## config.mk

```make
export PLATFORM = sky130hd
export DESIGN_NAME = biu_top
export DESIGN_NICKNAME = d
export VERILOG_FILES = /design/src/hw/biu_bus_pkg.sv /design/src/hw/biu_core_pkg.sv /design/src/hw/biu_top.sv /design/src/hw/biu_pin_mux.sv /design/src/hw/biu_bus_seq.sv /design/src/hw/biu_req_port.sv
export VERILOG_INCLUDE_DIRS = /design/src /design/src/hw
export SDC_FILE = /design/constraint.sdc
export NUM_CORES = 1
export LEC_CHECK = 0
export ABC_AREA = 1
export BUFFER_PORTS_ARGS = -buffer_cell sky130_fd_sc_hd__buf_4
export CORE_MARGIN = 4
export CORE_UTILIZATION = 48
export CTS_CLUSTER_DIAMETER = 80
export DETAILED_ROUTE_END_ITERATION = 16
export PLACE_DENSITY = 0.77
export SYNTH_ARGS = -nofsm -noshare
export SYNTH_HDL_FRONTEND = slang
export SYNTH_SLANG_ARGS = --single-unit
```

## constraint.sdc

```tcl
create_clock -name clk -period 5.5 [get_ports clk]
set_input_delay 1.1 -clock clk [delete_from_list [all_inputs] [get_ports clk]]
set_output_delay 1.1 -clock clk [all_outputs]
set_load 0.05 [all_outputs]
```

## src/hw/biu_macros.svh

```systemverilog
/*
 * bus interface unit widths
 * fixed by the 8088 pin-out, shared by packages and modules
 */

`ifndef BIU_MACROS_SVH
`define BIU_MACROS_SVH

// physical address, 1 MB space
`define BIU_ADDR_W 20

`define BIU_BYTE_W 8  // multiplexed ad bus
`define BIU_WORD_W 16 // core data word

// byte index within one request, word needs two bytes
`define BIU_IDX_W 1

`endif
```

## src/hw/biu_bus_pkg.sv

```systemverilog
/*
 * bus package
 * types for the external 8-bit multiplexed bus
 */

`include "biu_macros.svh"

package biu_bus_pkg;

   // T-state of the bus sequencer
   typedef enum logic [2:0] {
      ts_idle = 3'd0,
      ts_t1   = 3'd1,  // ale, address on ad
      ts_t2   = 3'd2,  // strobe low
      ts_t3   = 3'd3,  // capture or hold write byte
      ts_hold = 3'd4   // bus granted away
   } biu_tstate_e;

   // one byte on ad
   typedef logic [`BIU_BYTE_W-1:0] biu_byte_t;

endpackage

```

## src/hw/biu_core_pkg.sv

```systemverilog
/*
 * core package
 * types for the core-side request, its address and data word
 */

`include "biu_macros.svh"

package biu_core_pkg;

   typedef logic [`BIU_ADDR_W-1:0] biu_addr_t;

   // byte lanes of a word, little-endian on the bus
   typedef struct packed {
      biu_bus_pkg::biu_byte_t hi;
      biu_bus_pkg::biu_byte_t lo;
   } biu_lanes_t;

   // core sees the word, bus side picks a lane
   typedef union packed {
      logic [`BIU_WORD_W-1:0] word;
      biu_lanes_t             bytes;
   } biu_data_u;

endpackage

```

## src/hw/biu_top.sv

```systemverilog
/*
 * 8088 bus interface unit
 * core request port, T-state sequencer and ad pin multiplexer
 */

`timescale 1ns/10ps

`include "biu_macros.svh"

module biu_top (
   input  logic                    clk,
   input  logic                    rst,
   input  logic                    req_i,
   input  biu_core_pkg::biu_addr_t addr_i,
   input  logic                    we_i,
   input  logic                    byte_i,
   input  biu_core_pkg::biu_data_u wdata_i,
   input  logic                    hold_i,
   input  biu_bus_pkg::biu_byte_t  ad_i,
   output logic                    ack_o,
   output biu_core_pkg::biu_data_u rdata_o,
   output biu_core_pkg::biu_addr_t a_o,
   output biu_bus_pkg::biu_byte_t  ad_o,
   output logic                    ad_oe_o,
   output logic                    ale_o,
   output logic                    rd_n_o,
   output logic                    wr_n_o,
   output logic                    den_n_o,
   output logic                    dtr_o,
   output logic                    hlda_o
);

   import biu_bus_pkg::*;
   import biu_core_pkg::*;

   // latched request
   logic        cyc_pend;
   biu_addr_t   cyc_addr;
   logic        cyc_we;
   logic        cyc_byte;
   biu_data_u   cyc_wdata;

   logic        cyc_done;
   biu_tstate_e tstate;
   logic [`BIU_IDX_W-1:0] byte_idx;
   biu_data_u   rd_word;

   biu_req_port u_req_port (
      .clk         (clk),
      .rst         (rst),
      .req_i       (req_i),
      .addr_i      (addr_i),
      .we_i        (we_i),
      .byte_i      (byte_i),
      .wdata_i     (wdata_i),
      .cyc_done_i  (cyc_done),
      .rd_word_i   (rd_word),
      .ack_o       (ack_o),
      .rdata_o     (rdata_o),
      .cyc_pend_o  (cyc_pend),
      .cyc_addr_o  (cyc_addr),
      .cyc_we_o    (cyc_we),
      .cyc_byte_o  (cyc_byte),
      .cyc_wdata_o (cyc_wdata)
   );

   biu_bus_seq u_bus_seq (
      .clk        (clk),
      .rst        (rst),
      .cyc_pend_i (cyc_pend),
      .cyc_addr_i (cyc_addr),
      .cyc_we_i   (cyc_we),
      .cyc_byte_i (cyc_byte),
      .hold_i     (hold_i),
      .tstate_o   (tstate),
      .byte_idx_o (byte_idx),
      .cyc_done_o (cyc_done),
      .a_o        (a_o),
      .ale_o      (ale_o),
      .rd_n_o     (rd_n_o),
      .wr_n_o     (wr_n_o),
      .den_n_o    (den_n_o),
      .dtr_o      (dtr_o),
      .hlda_o     (hlda_o)
   );

   biu_pin_mux u_pin_mux (
      .clk         (clk),
      .rst         (rst),
      .tstate_i    (tstate),
      .byte_idx_i  (byte_idx),
      .cyc_we_i    (cyc_we),
      .cyc_byte_i  (cyc_byte),
      .cyc_wdata_i (cyc_wdata),
      .a_i         (a_o),
      .ad_i        (ad_i),
      .ad_o        (ad_o),
      .ad_oe_o     (ad_oe_o),
      .rd_word_o   (rd_word)
   );

endmodule

```

## src/hw/biu_pin_mux.sv

```systemverilog
/*
 * pin multiplexer
 * drives address or write byte onto ad and assembles read bytes
 * into the core data word
 */

`timescale 1ns/10ps

`include "biu_macros.svh"

module biu_pin_mux (
   input  logic                     clk,
   input  logic                     rst,
   input  biu_bus_pkg::biu_tstate_e tstate_i,
   input  logic [`BIU_IDX_W-1:0]    byte_idx_i,
   input  logic                     cyc_we_i,
   input  logic                     cyc_byte_i,
   input  biu_core_pkg::biu_data_u  cyc_wdata_i,
   input  biu_core_pkg::biu_addr_t  a_i,
   input  biu_bus_pkg::biu_byte_t   ad_i,
   output biu_bus_pkg::biu_byte_t   ad_o,
   output logic                     ad_oe_o,
   output biu_core_pkg::biu_data_u  rd_word_o
);

   import biu_bus_pkg::*;
   import biu_core_pkg::*;

   biu_data_u rd_buf;
   biu_byte_t wr_lane;
   logic      strobe;

   assign strobe  = (tstate_i == ts_t2) || (tstate_i == ts_t3);
   assign wr_lane = byte_idx_i[0] ? cyc_wdata_i.bytes.hi : cyc_wdata_i.bytes.lo;

   always_comb begin
      ad_o    = '0;
      ad_oe_o = 1'b0;
      if (tstate_i == ts_t1) begin
         ad_o    = a_i[`BIU_BYTE_W-1:0];  // address phase
         ad_oe_o = 1'b1;
      end else if (strobe && cyc_we_i) begin
         ad_o    = wr_lane;
         ad_oe_o = 1'b1;
      end
   end

   // read byte lands in its lane at the end of T3
   always_ff @(posedge clk or negedge rst) begin
      if (!rst) begin
         rd_buf <= '0;
      end else if ((tstate_i == ts_t3) && !cyc_we_i) begin
         if (byte_idx_i[0])
            rd_buf.bytes.hi <= ad_i;
         else
            rd_buf.bytes.lo <= ad_i;
      end
   end

   always_comb begin
      if (cyc_byte_i)
         rd_word_o.word = {{`BIU_BYTE_W{rd_buf.bytes.lo[`BIU_BYTE_W-1]}}, rd_buf.bytes.lo};
      else
         rd_word_o.word = rd_buf.word;
   end

endmodule

```

## src/hw/biu_bus_seq.sv

```systemverilog
/*
 * bus sequencer
 * runs T1-T3 once per byte, drives address and strobes,
 * grants hold only between requests
 */

`timescale 1ns/10ps

`include "biu_macros.svh"

module biu_bus_seq (
   input  logic                         clk,
   input  logic                         rst,
   input  logic                         cyc_pend_i,
   input  biu_core_pkg::biu_addr_t      cyc_addr_i,
   input  logic                         cyc_we_i,
   input  logic                         cyc_byte_i,
   input  logic                         hold_i,
   output biu_bus_pkg::biu_tstate_e     tstate_o,
   output logic [`BIU_IDX_W-1:0]        byte_idx_o,
   output logic                         cyc_done_o,
   output biu_core_pkg::biu_addr_t      a_o,
   output logic                         ale_o,
   output logic                         rd_n_o,
   output logic                         wr_n_o,
   output logic                         den_n_o,
   output logic                         dtr_o,
   output logic                         hlda_o
);

   import biu_bus_pkg::*;

   biu_tstate_e tstate_nxt;
   logic        last_byte;
   logic        strobe;   // T2 or T3
   logic        in_cyc;   // T1 to T3

   // a byte request ends after one pass, a word after the high byte
   assign last_byte  = cyc_byte_i || (byte_idx_o == {`BIU_IDX_W{1'b1}});
   assign cyc_done_o = (tstate_o == ts_t3) && last_byte;

   always_comb begin
      tstate_nxt = tstate_o;
      case (tstate_o)
         ts_idle: begin
            if (hold_i)
               tstate_nxt = ts_hold;  // hold beats a pending request
            else if (cyc_pend_i)
               tstate_nxt = ts_t1;
         end
         ts_t1:   tstate_nxt = ts_t2;
         ts_t2:   tstate_nxt = ts_t3;
         ts_t3:   tstate_nxt = last_byte ? ts_idle : ts_t1;
         ts_hold: if (!hold_i) tstate_nxt = ts_idle;
         default: tstate_nxt = ts_idle;
      endcase
   end

   always_ff @(posedge clk or negedge rst) begin
      if (!rst) begin
         tstate_o   <= ts_idle;
         byte_idx_o <= '0;
      end else begin
         tstate_o <= tstate_nxt;
         if (tstate_o == ts_t3) begin
            if (last_byte)
               byte_idx_o <= '0;
            else
               byte_idx_o <= byte_idx_o + 1'b1;
         end
      end
   end

   assign strobe = (tstate_o == ts_t2) || (tstate_o == ts_t3);
   assign in_cyc = strobe || (tstate_o == ts_t1);

   // address of the byte in flight
   assign a_o = cyc_addr_i + {{(`BIU_ADDR_W-`BIU_IDX_W){1'b0}}, byte_idx_o};

   assign ale_o   = (tstate_o == ts_t1);
   assign rd_n_o  = !(strobe && !cyc_we_i);
   assign wr_n_o  = !(strobe && cyc_we_i);
   assign den_n_o = !strobe;
   assign dtr_o   = !(in_cyc && !cyc_we_i);  // low while bus drives toward us
   assign hlda_o  = (tstate_o == ts_hold);

endmodule

```

## src/hw/biu_req_port.sv

```systemverilog
/*
 * request port
 * four-phase req/ack handshake with the core, latches one request
 * and returns the read word
 */

`timescale 1ns/10ps

module biu_req_port (
   input  logic                    clk,
   input  logic                    rst,
   input  logic                    req_i,
   input  biu_core_pkg::biu_addr_t addr_i,
   input  logic                    we_i,
   input  logic                    byte_i,
   input  biu_core_pkg::biu_data_u wdata_i,
   input  logic                    cyc_done_i,
   input  biu_core_pkg::biu_data_u rd_word_i,
   output logic                    ack_o,
   output biu_core_pkg::biu_data_u rdata_o,
   output logic                    cyc_pend_o,
   output biu_core_pkg::biu_addr_t cyc_addr_o,
   output logic                    cyc_we_o,
   output logic                    cyc_byte_o,
   output biu_core_pkg::biu_data_u cyc_wdata_o
);

   typedef enum logic {
      st_wait,
      st_acked
   } hs_state_e;

   hs_state_e state;
   logic      done_q;  // cyc_done delayed, read word is valid now
   logic      accept;

   // new request only once the previous one is fully retired
   assign accept = (state == st_wait) && req_i && !cyc_pend_o && !done_q;
   assign ack_o  = (state == st_acked);

   always_ff @(posedge clk or negedge rst) begin
      if (!rst) begin
         state      <= st_wait;
         cyc_pend_o <= 1'b0;
         done_q     <= 1'b0;
      end else begin
         done_q <= cyc_done_i;
         if (cyc_done_i)
            cyc_pend_o <= 1'b0;
         else if (accept)
            cyc_pend_o <= 1'b1;
         case (state)
            st_wait:  if (done_q) state <= st_acked;
            st_acked: if (!req_i) state <= st_wait;  // client let go
            default:  state <= st_wait;
         endcase
      end
   end

   always_ff @(posedge clk) begin
      if (accept) begin
         cyc_addr_o  <= addr_i;
         cyc_we_o    <= we_i;
         cyc_byte_o  <= byte_i;
         cyc_wdata_o <= wdata_i;
      end
      if (done_q)
         rdata_o <= rd_word_i;  // stable until next ack
   end

endmodule

```

==> reports/qor.csv <==
stage,metric,value,unit
outcome,status,"complete, no violations",
setup_path,path_max_fanout,13,
placed_design,dpl.cell_count,518,
power_and_ir_drop,vdd_drop_max,0.0002771,V
clock_tree,cts.clk_slew.worst_paths,0.07,ns
clock_tree,cts_root_buf,clkbuf_8,
placed_design,dpl.hpwl,5.594,mm
finish,seqCellArea,2197,um2
job,cap_violations,0,
synthesis,ys_seq_area_share,64.35,%
drt,wl,7.358,mm
placed_design,numPortBuffers,101,
clock_tree,worstSkewPairLatency,0.33,ns
floorplan,ioPinCount,102,
global_route,globalRouteTotalUtil,17.93,%
finish,area_growth,30.82,%
drt,vias,2590,
timing,drv_slew,0,
finish,drive_above_1_share,32.65,%
drt,viasPerCell,4.850,
drt,first_iter_violations,143,
setup_path,r2r_slack,3.71,ns
finish,nets,486,
setup_path,cp-start-kind,register,
clock_tree,cts.sinks,77,
timing,period_needed,3.332,ns
synthesis,synthFlopType,edfxtp_1,
global_route,grt_pass1_wl,11.80,mm
clock_tree,cts_resized,0,
synthesis,netlist_area,3415,um2
setup_path,endpoint_kind,output pin,
timing,grt_setup_unrepaired,no,
timing,max_freq,300.1,MHz
drt,firstDrtPassIters,4,
timing,finalHoldViolations,0,
timing,setup_viol,0,
floorplan,row_count,30,
floorplan,die_h,92.34,um
timing,slew_headroom,46.03,%
clock_tree,cts_buffers,9,
clock_tree,post_cts_buffers,0,
timing,fin_crit_sh,60.58,%
floorplan,start_util,49.71,%
synthesis,synth_area_leaders,"edfxtp_1, dfrtp_1, nand2_1",
floorplan,core_region_area,6869,um2
clock_tree,max-clock-path-buffers,2,
synthesis,synth_area_per_cell,10.57,um2
floorplan,die-area,8527,um2
drt,avgRoutedWirePerCell,13.78,um
synthesis,synth_edf_count,54,
floorplan,die_w,92.34,um
drt,final_antenna_net_count,0,
finish,n_antenna_cell,0,
global_route,grt_antenna_before_repair,0,
clock_tree,h-tree-depth,3,
finish,stdcell_count,534,
synthesis,synth_common_cells,"nand2_1, edfxtp_1, inv_1",
setup_path,critPathArrivalTime,2.23,ns
synthesis,ys_seq_elements,77,
drt,drc,0,
setup_path,crit_required,4.40,ns
synthesis,yosys.area.top_type,edfxtp_1,
synthesis,synth_warnings,0,
placed_design,place_congestion,0.8585,
synthesis,async_flop_share,29.87,%
finish,multiInputGateArea,1054,um2
synthesis,synth_top_area_share,47.49,%
power_and_ir_drop,p_per_area,451.9,nW/um2
global_route,grt_max_degree,39,
timing,skew,0.006577,ns
synthesis,postSynthCellCount,323,
clock_tree,cts_hold_buf,0,
timing,setup_tns,0,ns
global_route,grt.overflow.total,0,
power_and_ir_drop,leakage,1.980,nW
setup_path,critPathKind,register to output pin,
hold_path,min_path_type,register to register,
synthesis,yosysMostFrequentCell,nand2_1,
timing,tightest_slew,0.8095,ns
global_route,grt_pass1_vias,2533,
synthesis,mappedNetlistNets,376,
clock_tree,tritoncts,built,
finish,filler_cell_count,544,
synthesis,ys_types,32,
[report_power, final]
group	internal (mW)	switching, mW	leakage (nW)
logic	0.236	0.521	1.14
clock network	0.203	0.186	0.0946
registers	0.776	0.0963	0.750
[final timing paths]
| path | from | end | cells after the start |
|---|---|---|---|
| min | u_pin_mux.rd_buf[4] | u_req_port.rdata_o[4] | 0 |
| max reg2reg | u_req_port.done_q | u_req_port.cyc_addr_o[13] | 2 |
| max in group asynchronous | rst | u_bus_seq.tstate_o[0] | 1 |
| min in group asynchronous | rst | u_pin_mux.rd_buf[7] | 1 |
| min reg2reg | u_pin_mux.rd_buf[4] | u_req_port.rdata_o[4] | 0 |
| max | u_bus_seq.byte_idx_o | a_o[18] | 10 |
[metal layers]
layer	part of all wire [%]	global-route usage [%]
met5	0	0
met4	1.0	6.312
met3	4.4	3.656
met2	54	32.08
met1	41	21.35
[sequential cells by signal (all words and copies together) (netlist names)]
register and flops:
u_bus_seq.byte_idx_o 1, u_req_port.cyc_pend_o 1, u_pin_mux.rd_buf 16, u_bus_seq.tstate_o 3, u_req_port.ack_o 1, u_req_port.cyc_wdata_o 16
u_req_port.cyc_addr_o 20, u_req_port.done_q 1, u_req_port.cyc_byte_o 1, u_req_port.rdata_o 16, u_req_port.cyc_we_o 1
[kinds of logic after synthesis]
group                    count (synthesis)  share of synthesized area (%)
AND/OR/NAND/NOR                        157                          21.11
buffers and inverters                   41                          4.983
flip-flops                              77                          64.35
XOR/XNOR                                 5                          1.283
adder cells (fa/ha/maj)                  3                          1.099
AO/OA/AOI/OAI                           40                          7.182
[placed cells by master, fill, tap and decap left out, types with 2 or more instances in the layout]
cell type,synthesis,final
a21oi_1,2,2
nand3_1,16,16
clkinv_2,0,2
inv_1,36,36
dfrtp_1,23,23
nand3_4,2,2
o21ai_0,18,18
nand4_1,5,5
nor2_1,22,22
nor3_1,3,3
ha_1,3,3
or2_2,7,7
nor2_4,2,2
o21bai_1,2,2
buf_4,0,102
xor2_1,3,3
nand2_1,90,90
clkbuf_1,0,2
and2_1,3,3
xnor2_1,2,2
edfxtp_1,54,54
o21ai_1,7,7
nor2_2,2,2
o21ai_2,9,9
clkbuf_8,0,10
[metrics by stage]
step	worst slack (ns)	power (mW)	hold slack (ns)	area (um2)	utilization (%)
CTS	2.130	2.034	0.4515	4467	65.03
finish	2.168	2.018	0.4550	4467	65.03
global route	1.909	2.137	0.4612	4467	65.03
floorplan	0.1757	1.415	0.4253	3415	-
global placement	2.573	1.625	0.4310	4279	62.30
detailed placement	2.504	1.644	0.4321	4279	62.30
[worst max-delay path, cell delays in order, from the launching register on]
cell	delay, ns
dfrtp_1	0.62
ha_1	0.23
ha_1	0.20
nand2_1	0.07
nor2_1	0.09
nand2_1	0.14
nor2_2	0.19
nand2_1	0.08
nand2_1	0.06
nand2_1	0.05
buf_4	0.18
[final cells by class]
type	instances	area share, %
timing repair buffer	102	17.14
sequential	77	49.19
multi-input combinational	205	23.59
tap	96	2.689
clock inverter	3	0.3922
clock buffer	13	3.810
inverter	38	3.193
No activity file was read; power rests on OpenSTA's default activity.
